## src/design/minx_io_pkg.sv

```systemverilog
package minx_io_pkg;

    localparam int NUM_TIMERS = 4;
    localparam int PRESC_W    = 7;      // Prescale counter for exponents 0..7

    typedef logic [7:0]            byte_t;
    typedef logic [23:0]           bus_addr_t;
    typedef logic [7:0]            reg_addr_t;
    typedef logic [PRESC_W-1:0]    presc_t;

    // One event pulse per timer channel
    typedef logic [NUM_TIMERS-1:0] irq_vec_t;

    localparam bus_addr_t IO_BASE = 24'h002000;

    // Interrupt controller registers
    localparam reg_addr_t IRQ_ENABLE_OFS  = 8'h20;
    localparam reg_addr_t IRQ_PENDING_OFS = 8'h21;
    localparam reg_addr_t IRQ_VECTOR_OFS  = 8'h22;

    // Timer block of 4 bytes per channel
    localparam reg_addr_t TIMER_BASE     = 8'h30;
    localparam reg_addr_t TIMER_STRIDE   = 8'h04;
    localparam reg_addr_t TMR_CTRL_OFS   = 8'h00;
    localparam reg_addr_t TMR_RELOAD_OFS = 8'h01;
    localparam reg_addr_t TMR_COUNT_OFS  = 8'h02;

    localparam byte_t VECTOR_BASE = 8'h40;
    localparam byte_t VECTOR_IDLE = 8'h00;

    // Internal register bus request broadcast to every block
    typedef struct packed {
        logic      wr;
        logic      rd;
        reg_addr_t addr;
        byte_t     wdata;
    } reg_req_t;

    typedef enum logic [1:0] {
        IDLE,
        LOAD,
        COUNT
    } timer_state_t;

endpackage

```

## src/design/io_bridge.sv

```systemverilog
`timescale 1ns/1ps

module io_bridge
    import minx_io_pkg::*;
(
    input  logic      clk,
    input  logic      rst_n,

    // Wishbone classic slave
    input  logic      cyc,
    input  logic      stb,
    input  logic      we,
    input  bus_addr_t adr,
    input  byte_t     dat_w,
    output logic      ack,
    output byte_t     dat_r,

    // Register bus
    output reg_req_t  reg_req,
    input  byte_t     tmr_rdata [NUM_TIMERS],
    input  byte_t     irq_rdata
);

    logic  req_accept;
    logic  in_window;
    byte_t rdata_or;

    // New request only while ack is low, so two accesses never merge
    assign req_accept = cyc && stb && !ack;

    // Window is IO_BASE..IO_BASE+0xFF, so only the upper address bits matter
    assign in_window = (adr[23:8] == IO_BASE[23:8]);

    // One-cycle strobe in the accepting cycle
    always_comb
    begin
        reg_req.wr    = req_accept && we && in_window;
        reg_req.rd    = req_accept && !we && in_window;
        reg_req.addr  = adr[7:0];
        reg_req.wdata = dat_w;
    end

    // Blocks return zero unless addressed
    always_comb
    begin
        rdata_or = irq_rdata;
        for (int i = 0; i < NUM_TIMERS; i++)
        begin
            rdata_or = rdata_or | tmr_rdata[i];
        end
    end

    always_ff @(posedge clk)
    begin
        if (!rst_n)
        begin
            ack <= 1'b0;
        end
        else
        begin
            ack <= req_accept;          // Exactly one cycle per request
        end
    end

    // Captured on the edge that raises ack
    always_ff @(posedge clk)
    begin
        if (req_accept)
        begin
            if (reg_req.rd)
            begin
                dat_r <= rdata_or;
            end
            else
            begin
                dat_r <= '0;            // Writes and misses read as zero
            end
        end
    end

endmodule

```

## src/design/timer_channel.sv

```systemverilog
`timescale 1ns/1ps

module timer_channel
    import minx_io_pkg::*;
#(
    parameter int CHANNEL = 0
)
(
    input  logic     clk,
    input  logic     rst_n,
    input  reg_req_t reg_req,
    output byte_t    rdata,
    output logic     event_pulse
);

    localparam reg_addr_t BASE = reg_addr_t'(TIMER_BASE + TIMER_STRIDE * CHANNEL);

    byte_t        ctrl_q;
    byte_t        reload_q;
    byte_t        count_q;
    presc_t       presc_q;
    presc_t       presc_mask;
    timer_state_t state_q;
    logic         enable;
    logic         tick;

    assign enable = ctrl_q[0];

    // 2^p - 1 for prescale exponent p in ctrl[3:1]
    assign presc_mask = ~(presc_t'('1) << ctrl_q[3:1]);
    assign tick       = (state_q == COUNT) && ((presc_q & presc_mask) == presc_mask);

    always_ff @(posedge clk)
    begin
        if (!rst_n)
        begin
            ctrl_q <= '0;
        end
        else if (reg_req.wr && (reg_req.addr == BASE + TMR_CTRL_OFS))
        begin
            ctrl_q <= reg_req.wdata;
        end
    end

    always_ff @(posedge clk)
    begin
        if (reg_req.wr && (reg_req.addr == BASE + TMR_RELOAD_OFS))
        begin
            reload_q <= reg_req.wdata;
        end
    end

    always_ff @(posedge clk)
    begin
        if (!rst_n)
        begin
            state_q     <= IDLE;
            count_q     <= '0;
            presc_q     <= '0;
            event_pulse <= 1'b0;
        end
        else
        begin
            event_pulse <= 1'b0;
            case (state_q)
                IDLE:
                begin
                    // Count is frozen here while disabled
                    if (enable)
                    begin
                        count_q <= reload_q;
                        state_q <= LOAD;
                    end
                end
                LOAD:
                begin
                    presc_q <= '0;
                    state_q <= enable ? COUNT : IDLE;
                end
                COUNT:
                begin
                    if (!enable)
                    begin
                        state_q <= IDLE;
                    end
                    else if (tick)
                    begin
                        presc_q <= '0;
                        if (count_q == 8'd0)
                        begin
                            count_q     <= reload_q;    // Underflow
                            event_pulse <= 1'b1;
                        end
                        else
                        begin
                            count_q <= count_q - 8'd1;
                        end
                    end
                    else
                    begin
                        presc_q <= presc_q + presc_t'(1);
                    end
                end
                default: state_q <= IDLE;
            endcase
        end
    end

    always_comb
    begin
        case (reg_req.addr)
            BASE + TMR_CTRL_OFS:   rdata = ctrl_q;
            BASE + TMR_RELOAD_OFS: rdata = reload_q;
            BASE + TMR_COUNT_OFS:  rdata = count_q;    // Live count is read only
            default:               rdata = '0;
        endcase
    end

endmodule

```

## src/design/irq_ctrl.sv

```systemverilog
`timescale 1ns/1ps

module irq_ctrl
    import minx_io_pkg::*;
(
    input  logic     clk,
    input  logic     rst_n,
    input  reg_req_t reg_req,
    input  irq_vec_t tmr_irq,
    output byte_t    rdata,
    output logic     irq,
    output byte_t    vector
);

    irq_vec_t enable_q;
    irq_vec_t pending_q;
    irq_vec_t pending_clr;
    irq_vec_t active;
    logic     enable_wr;
    logic     pending_wr;

    assign enable_wr  = reg_req.wr && (reg_req.addr == IRQ_ENABLE_OFS);
    assign pending_wr = reg_req.wr && (reg_req.addr == IRQ_PENDING_OFS);

    // Write 1 to clear
    assign pending_clr = pending_wr ? reg_req.wdata[NUM_TIMERS-1:0] : '0;

    always_ff @(posedge clk)
    begin
        if (!rst_n)
        begin
            enable_q <= '0;
        end
        else if (enable_wr)
        begin
            enable_q <= reg_req.wdata[NUM_TIMERS-1:0];
        end
    end

    // Events latch regardless of enable
    always_ff @(posedge clk)
    begin
        if (!rst_n)
        begin
            pending_q <= '0;
        end
        else
        begin
            pending_q <= (pending_q & ~pending_clr) | tmr_irq;  // Set beats clear
        end
    end

    assign active = pending_q & enable_q;
    assign irq    = |active;

    // Channel 0 has the highest priority
    always_comb
    begin
        vector = VECTOR_IDLE;
        for (int i = NUM_TIMERS - 1; i >= 0; i--)
        begin
            if (active[i])
            begin
                vector = VECTOR_BASE + byte_t'(i);
            end
        end
    end

    always_comb
    begin
        case (reg_req.addr)
            IRQ_ENABLE_OFS:  rdata = byte_t'(enable_q);
            IRQ_PENDING_OFS: rdata = byte_t'(pending_q);
            IRQ_VECTOR_OFS:  rdata = vector;
            default:         rdata = '0;
        endcase
    end

endmodule

```

## src/design/minx_io.sv

```systemverilog
`timescale 1ns/1ps

module minx_io
    import minx_io_pkg::*;
(
    input  logic      clk,
    input  logic      rst_n,
    input  logic      cyc,
    input  logic      stb,
    input  logic      we,
    input  bus_addr_t adr,
    input  byte_t     dat_w,
    output logic      ack,
    output byte_t     dat_r,
    output logic      irq,
    output byte_t     vector
);

    reg_req_t reg_req;
    byte_t    tmr_rdata [NUM_TIMERS];
    byte_t    irq_rdata;
    irq_vec_t tmr_irq;

    io_bridge u_bridge
    (
        .clk       (clk),
        .rst_n     (rst_n),
        .cyc       (cyc),
        .stb       (stb),
        .we        (we),
        .adr       (adr),
        .dat_w     (dat_w),
        .ack       (ack),
        .dat_r     (dat_r),
        .reg_req   (reg_req),
        .tmr_rdata (tmr_rdata),
        .irq_rdata (irq_rdata)
    );

    // Channel n decodes TIMER_BASE + 4n
    for (genvar g = 0; g < NUM_TIMERS; g++)
    begin : gen_timer
        timer_channel #(.CHANNEL(g)) u_timer
        (
            .clk         (clk),
            .rst_n       (rst_n),
            .reg_req     (reg_req),
            .rdata       (tmr_rdata[g]),
            .event_pulse (tmr_irq[g])
        );
    end

    irq_ctrl u_irq
    (
        .clk     (clk),
        .rst_n   (rst_n),
        .reg_req (reg_req),
        .tmr_irq (tmr_irq),
        .rdata   (irq_rdata),
        .irq     (irq),
        .vector  (vector)
    );

endmodule

```

## config.mk

```make
export PLATFORM = sky130hd
export DESIGN_NAME = minx_io
export DESIGN_NICKNAME = d
export VERILOG_FILES = /design/src/design/minx_io_pkg.sv /design/src/design/io_bridge.sv /design/src/design/timer_channel.sv /design/src/design/irq_ctrl.sv /design/src/design/minx_io.sv
export SDC_FILE = /design/constraint.sdc
export NUM_CORES = 1
export LEC_CHECK = 0
export ABC_AREA = 1
export BUFFER_PORTS_ARGS = -buffer_cell sky130_fd_sc_hd__clkbuf_2
export CORE_ASPECT_RATIO = 0.6
export CORE_UTILIZATION = 30
export CTS_BUF_LIST = sky130_fd_sc_hd__clkbuf_8 sky130_fd_sc_hd__clkbuf_16
export CTS_CLUSTER_DIAMETER = 40
export DETAILED_ROUTE_END_ITERATION = 7
export HOLD_SLACK_MARGIN = 0.05
export SYNTH_ARGS = -nofsm -noshare
export SYNTH_HDL_FRONTEND = slang
export SYNTH_SLANG_ARGS = --single-unit
```

## constraint.sdc

```tcl
create_clock -name clk -period 3.1 [get_ports clk]
set_input_delay 0.62 -clock clk [delete_from_list [all_inputs] [get_ports clk]]
set_output_delay 0.62 -clock clk [all_outputs]
set_load 0.01 [all_outputs]
```

* Word level (Yosys, flattened, before mapping)
Index checks and enable logic that the tools add are counted.
Storage, ports and cells: logic and storage cells 217, flip-flop bits (word level) 153, output and inout bits 18, input port bits 37
Operators by class: bitwise gates (word level) 16, add/sub/neg operators 8, shift-type cells 4, equality and inequality tests 44, reduce and logical (&&, ||, !) cells 55, multiplexer cells 62
Operators by type and width (count):
- two-way mux 8 bit | 16
- == test 8 x 6 -> 1 bit, second input constant | 15
- one-hot mux 8 bit (3 select lines) | 4
- two-way mux 7 bit | 12
- one-hot mux 8 bit (2 select lines) | 4
- one-hot mux 7 bit (2 select lines) | 4
- zero test 8 bit | 4
- OR 8 bit | 4
- AND reduction 4 bit | 8
- subtractor 8 x 1 -> 8 bit, second input constant | 4
- adder 7 x 1 -> 7 bit, second input constant | 4
- AND 7 bit | 4
- == test 7 bit | 4
- NOT 7 bit | 4
- left shift 7 x 3 -> 7 bit, first input constant | 4
- two-way mux 2 bit | 12
- inequality test 2 x 1 -> 1 bit, second input constant | 12
- one-hot mux 2 bit (3 select lines) | 4
- one-hot mux 7 bit (3 select lines) | 1
- logical AND 1 bit | 20
- == test 16 x 6 -> 1 bit, second input constant | 1
- AND reduction 2 bit | 8
- nonzero test 2 bit | 8
- AND 4 bit | 2
- 10 further kinds | 26

* Longest topological paths before layout
word-level depth 10, depth in mapped cells 13, mapped depth without buffers 12

* By module
From an unflattened synthesis, not the netlist that was laid out.
Unflattened totals: cell total of the unflattened synthesis 1266, area, all modules 8957.3 sq um
Modules (own cells, without submodules):
- timer_channel at gen_timer[0].u_timer | instances 1, area an instance 1991.9 sq um, sequential area each 760.7 sq um, cells each 271
- timer_channel at gen_timer[3].u_timer | instances 1, area an instance 1925.6 sq um, sequential area each 760.7 sq um, cells each 273
- timer_channel at gen_timer[2].u_timer | instances 1, area an instance 1889.3 sq um, sequential area each 760.7 sq um, cells each 272
- timer_channel at gen_timer[1].u_timer | instances 1, area an instance 1874.3 sq um, sequential area each 760.7 sq um, cells each 271
- io_bridge | instances 1, area an instance 661.9 sq um, sequential area each 260.2 sq um, cells each 82
- irq_ctrl | instances 1, area an instance 614.3 sq um, sequential area each 160.2 sq um, cells each 97

* Worst setup path before layout
Ideal clock, no wire load.
path type input to register, start point input cyc, end point register gen_timer[0].u_timer.reload_q[0], enable pin, setup time 0.395 ns, required time 2.705 ns, setup slack 0.651 ns, buffers on the path 0, data arrival time 2.054 ns, stages on the path 4, cells stage by stage nand2_1 -> nor2_2 -> nand4_1 -> nor4_1
On the way: word-level cells in the longest chain between the ends 5
RTL lines:
- from (decl) | RTL line minx_io.sv:8 | input logic cyc,
- logical AND 1 bit (2 in series) | RTL line io_bridge.sv:29 | assign req_accept = cyc && stb && !ack;
- via u_bridge.req_accept | RTL line io_bridge.sv:24 | logic req_accept;
- logical AND 1 bit (2 in series) | RTL line io_bridge.sv:37 | reg_req.wr = req_accept && we && in_window;
- logical AND 1 bit | RTL line timer_channel.sv:47 | if (reg_req.wr && (reg_req.addr == BASE + TMR_RELOAD_OFS))
- to (signal assigned) | RTL line timer_channel.sv:49 | reload_q <= reg_req.wdata;
- to (decl) | RTL line timer_channel.sv:19 | byte_t reload_q;
The timed path passes the listed nets, and every way through them passes these cells. A chain may end at the register's enable or synchronous reset.

* Worst setup path after layout
start point register u_irq.enable_q[0], end point output vector[1]
On the way: word-level cells in the longest chain between the ends 2
RTL lines:
- from (decl) | RTL line irq_ctrl.sv:15 | irq_vec_t enable_q;
- from (signal assigned) | RTL line irq_ctrl.sv:36 | enable_q <= reg_req.wdata[NUM_TIMERS-1:0];
- AND 4 bit | RTL line irq_ctrl.sv:53 | assign active = pending_q & enable_q;
- two-way mux 7 bit | RTL line irq_ctrl.sv:62 | if (active[i])
- to (decl) | RTL line minx_io.sv:16 | output byte_t vector
Every way passes these cells.

==> impl_summary.md <==
Outcome
The flow ran to the end, and the final reports show no timing, DRC or antenna violations.

Timing
Between clock sinks in the finished design, the worst skew comes to 0.00970 ns. Setup violations remaining at the end of the flow were counted as 0. Headroom to the max-slew limit came out at 33.2%. The number of pins with negative max-slew slack in the final report is 0. The number of hold violations in the final report is 0.

Setup repair after global routing left no endpoint under its margin. Timing would allow up to around 520 MHz. After routing, the total negative slack on setup checks comes to 0 ns. The final worst-path cycle share is 62.1%. Subtracting the final worst setup slack from the clock period gives ~1.9 ns.

The transition time at the pin with the least slew margin is about 1 ns.

Clock tree
The root cell of the clock tree is sky130_fd_sc_hd__clkbuf_16. The number of buffers between clock root and the deepest sink is 2. The H-tree generated during clock tree synthesis spans 4 levels.

The number of buffers inserted by hold repair at cts is 0. The clock slew seen by the registers of the worst setup and hold paths is 0.06 ns. The count of cells resized by post-cts repair is 0. The buffer count from post-CTS setup fixing is 0.

The TritonCTS buffer count is 17. Clock tree synthesis found a total of 153 sinks. TritonCTS built the clock tree.

The latest clock arrival within the worst-skew pair is 0.44 ns.

Route
The final antenna-violating net count is 0. The ratio of routed vias to standard cells is roughly 5. Before antenna repair, the detailed router went through 6 iterations. The total length of routed wires is between 20000 and 30000 um. After detailed routing, the average wire length per cell comes to around 15 um. The detailed router finished its first iteration with 964 violations. After detailed routing, the number of remaining DRC violations is 0.

The count of vias placed by the detailed router is around 8.3k.

Placed design
The total instance count after detailed placement is roughly 1.7k. The HPWL after detailed placement is about 18000 um. The placement-stage cell area is between 0.009 and 0.01 mm^2. The routability-driven placement congestion ratio is about 0.88. During placement, the flow inserted port buffers numbering ~50.

Synth
The area of the mapped netlist is ~0.0085 mm^2. The count of mapped cells out of synthesis is 1270. Among all flip-flop cells after synthesis, the most frequent one is sky130_fd_sc_hd__dfxtp_1. Dividing the synthesized area by the synthesized cell count gives 6.70 um^2. Sequential cells were found to cover between 40% and 50% of the synthesized design area.

Synthesis inferred about 150 register bits. The number of synthesized flops with an enable pin is 40. The number of distinct library cells after synthesis is 36.

After synthesis, the share of flip-flops with an asynchronous set or reset is 0%. The number of warnings printed during yosys synthesis is 0.

Power
Summed over all cells, the static leakage comes to 0.00419 uW. The peak supply drop is ~0.00037 V. The completed layout was analyzed and its total power is 4420 uW. Dividing total power by cell area gives a power density of around 450 mW/mm^2.

Critical path
For the worst setup path, the data required time is between 2 and 2.5 ns. For the worst setup path, the data arrival time is about 1.3 ns. The endpoint of the most critical register-to-register path is gen_timer[1].u_timer.reload_q[2]. The worst register-to-register path has a depth of 5.

The worst setup path is of the register to primary output kind. The number of buffer and inverter instances along the worst setup path is 3. The worst setup path is captured at a primary output.

The startpoint of the worst register-to-register path is u_bridge.ack. The critical path startpoint category is a register. The kind of cell with the highest combined delay along the critical path is flip-flops.

The largest fanout on the critical path is 4. The setup slack on the worst flop-to-flop path is ~1.2 ns. For this run, the slowest stage of the critical path takes approximately 0.38 ns. The library cell contributing the largest single delay on the critical path is sky130_fd_sc_hd__dfxtp_1. The critical path's most frequent cell is sky130_fd_sc_hd__nand2_1.

The critical path goes through nand2_1 > nand2_1 > inv_1 > nand2_1 > inv_1 > clkbuf_2.

Floorplan
For this configuration, the core starts out at a cell density of 30.7%. The area of the placeable core is approximately 0.028 mm^2. The area of the die is around 0.029 mm^2.

The die is around 220 um wide. The number of rows created at floorplan is 47. The y dimension of the die is around 130 um.

The I/O pin total is 55.

Worst hold path
In this run the most critical hold path is launched from gen_timer[2].u_timer.state_q[1]. The path class of the tightest hold or removal check is register to register. The hold path endpoint is gen_timer[2].u_timer.state_q[0]. The worst hold path cell count is 1.

Global routing
The number of antenna violations at the first check in global routing is 0. The number of global-route vias before repair was about 7.1k. The aggregate global routing overflow is 0. Entering global routing, the biggest net connects between 40 and 50 pins. The global router's overall resource usage is ~18%. The first global-routing pass estimated 39700 um of wire.

Final layout
The final antenna diode count is 0. The final core area utilization is between 30% and 40%. The final-layout fill cell count is a little under 3k.

The multi-input logic area is between 0.004 and 0.005 mm^2. The finished cells cover 0.00978 mm^2. The commonest non-fill, non-tap cell in the layout is sky130_fd_sc_hd__nand2_1. The finished layout holds 1701 standard cells, fillers aside. The top cell types in the final layout, fill and taps aside, are 377 x sky130_fd_sc_hd__nand2_1, 175 x sky130_fd_sc_hd__nor2_1, 168 x sky130_fd_sc_hd__nand3_1, 138 x sky130_fd_sc_hd__inv_1, 113 x sky130_fd_sc_hd__dfxtp_1. The relative area change from synthesis to final layout is 15.0%.

The post-layout net count is 1370. The ratio of cells with drive above 1 in the final layout is around a tenth. In the final layout, flip-flops and latches occupy between 0.003 and 0.004 mm^2.

Flow run
The max-capacitance violation count is 0.
final cells by class:
type,instances,share of cell area (%)
Clock buffer,24,5.91
Clock inverter,8,0.652
Inverter,146,5.60
Multi-Input combinational cell,943,44.3
Sequential cell,153,35.4
Tap cell,367,4.69
Timing Repair Buffer,60,3.48
where the power goes:
part / switching [uW] / internal, uW
Combinational: 115 / 40.0
Sequential: 3.51 / 2050
Clock: 896 / 1320
cells by family (layout without fill, tap and decap cells):
group	after synthesis	in the layout	synth area share [%]
xor gates and xnor gates	19	19	1.96
muxes	1	1	0.118
DFF	153	153	40.7
other	1	5	0.0441
AOI/OAI and AO/OA	131	131	8.08
adders and majority gates	12	12	1.77
buffers and inverters	178	238	8.53
and+or+nand+nor	775	775	38.8
registers in the layout, summed over array words and instances, names as in the netlist:
| name | count |
|---|---|
| gen_timer.u_timer.ctrl_q | 32 |
| gen_timer.u_timer.count_q | 32 |
| gen_timer.u_timer.presc_q | 28 |
| u_irq.enable_q | 4 |
| u_irq.pending_q | 4 |
| gen_timer.u_timer.state_q | 8 |
| gen_timer.u_timer.event_pulse | 4 |
| u_bridge.dat_r | 8 |
| gen_timer.u_timer.reload_q | 32 |
| u_bridge.ack | 1 |
worst register-to-register path, delay by kind of cell (launching register included):
family,cells,cell delay [ns]
simple gates,3,0.82
buf+inv,2,0.45
flops,1,0.34
Yosys cell counts, types with 2 or more instances:
cell	instances	share of area (%)
sky130_fd_sc_hd__nand2_1	377	17
sky130_fd_sc_hd__nor2_1	175	7.7
sky130_fd_sc_hd__nand3_1	168	9.9
sky130_fd_sc_hd__inv_1	137	6.0
sky130_fd_sc_hd__dfxtp_1	113	27
sky130_fd_sc_hd__a21oi_1	92	5.4
sky130_fd_sc_hd__edfxtp_1	40	14
sky130_fd_sc_hd__o21ai_0	26	1.5
sky130_fd_sc_hd__xor2_1	19	2.0
sky130_fd_sc_hd__nand4_1	16	1.2
sky130_fd_sc_hd__clkbuf_1	12	0.53
sky130_fd_sc_hd__ha_1	12	1.8
sky130_fd_sc_hd__buf_4	11	0.97
sky130_fd_sc_hd__nor2_2	11	0.81
sky130_fd_sc_hd__inv_2	8	0.35
sky130_fd_sc_hd__buf_2	7	0.41
sky130_fd_sc_hd__nor4_1	7	0.51
sky130_fd_sc_hd__nor2_4	6	0.79
sky130_fd_sc_hd__nand2_2	5	0.37
sky130_fd_sc_hd__o21a_1	5	0.44
sky130_fd_sc_hd__nor3_1	3	0.18
sky130_fd_sc_hd__or2_2	3	0.22
sky130_fd_sc_hd__a31o_2	2	0.21
sky130_fd_sc_hd__o21ai_1	2	0.12
sky130_fd_sc_hd__o21ai_2	2	0.21
per-stage QoR:
step                setup slack, ns  hold slack, ns
finish                         1.17           0.421
detailed placement            0.725           0.412
floorplan                     0.651           0.399
CTS                            1.17           0.420
global route                   1.04           0.439
global placement              0.771           0.408
how the worst max path moves through the flow:
stage	cells after the start	slack (ns)	end	startpoint
after global placement	7	0.77	gen_timer[1].u_timer.reload_q[1]	adr[23]
after detailed placement	7	0.73	gen_timer[1].u_timer.reload_q[5]	adr[23]
after floorplan	4	0.65	gen_timer[0].u_timer.reload_q[0]	cyc
after CTS	7	1.17	gen_timer[1].u_timer.reload_q[4]	adr[23]
after global routing	11	1.04	gen_timer[3].u_timer.count_q[0]	gen_timer[3].u_timer.count_q[0]
final	6	1.17	vector[1]	u_irq.enable_q[0]
layer usage:
metal / share of wire, % / GRT usage (%) / wire (um)
met1: 52 / 28.7 / 13100
met2: 36 / 21.6 / 9220
met4: 0.99 / 3.82 / 251
met3: 11 / 5.63 / 2750
met5: 0 / 0 / 0
No activity file was read; power rests on OpenSTA's default activity.
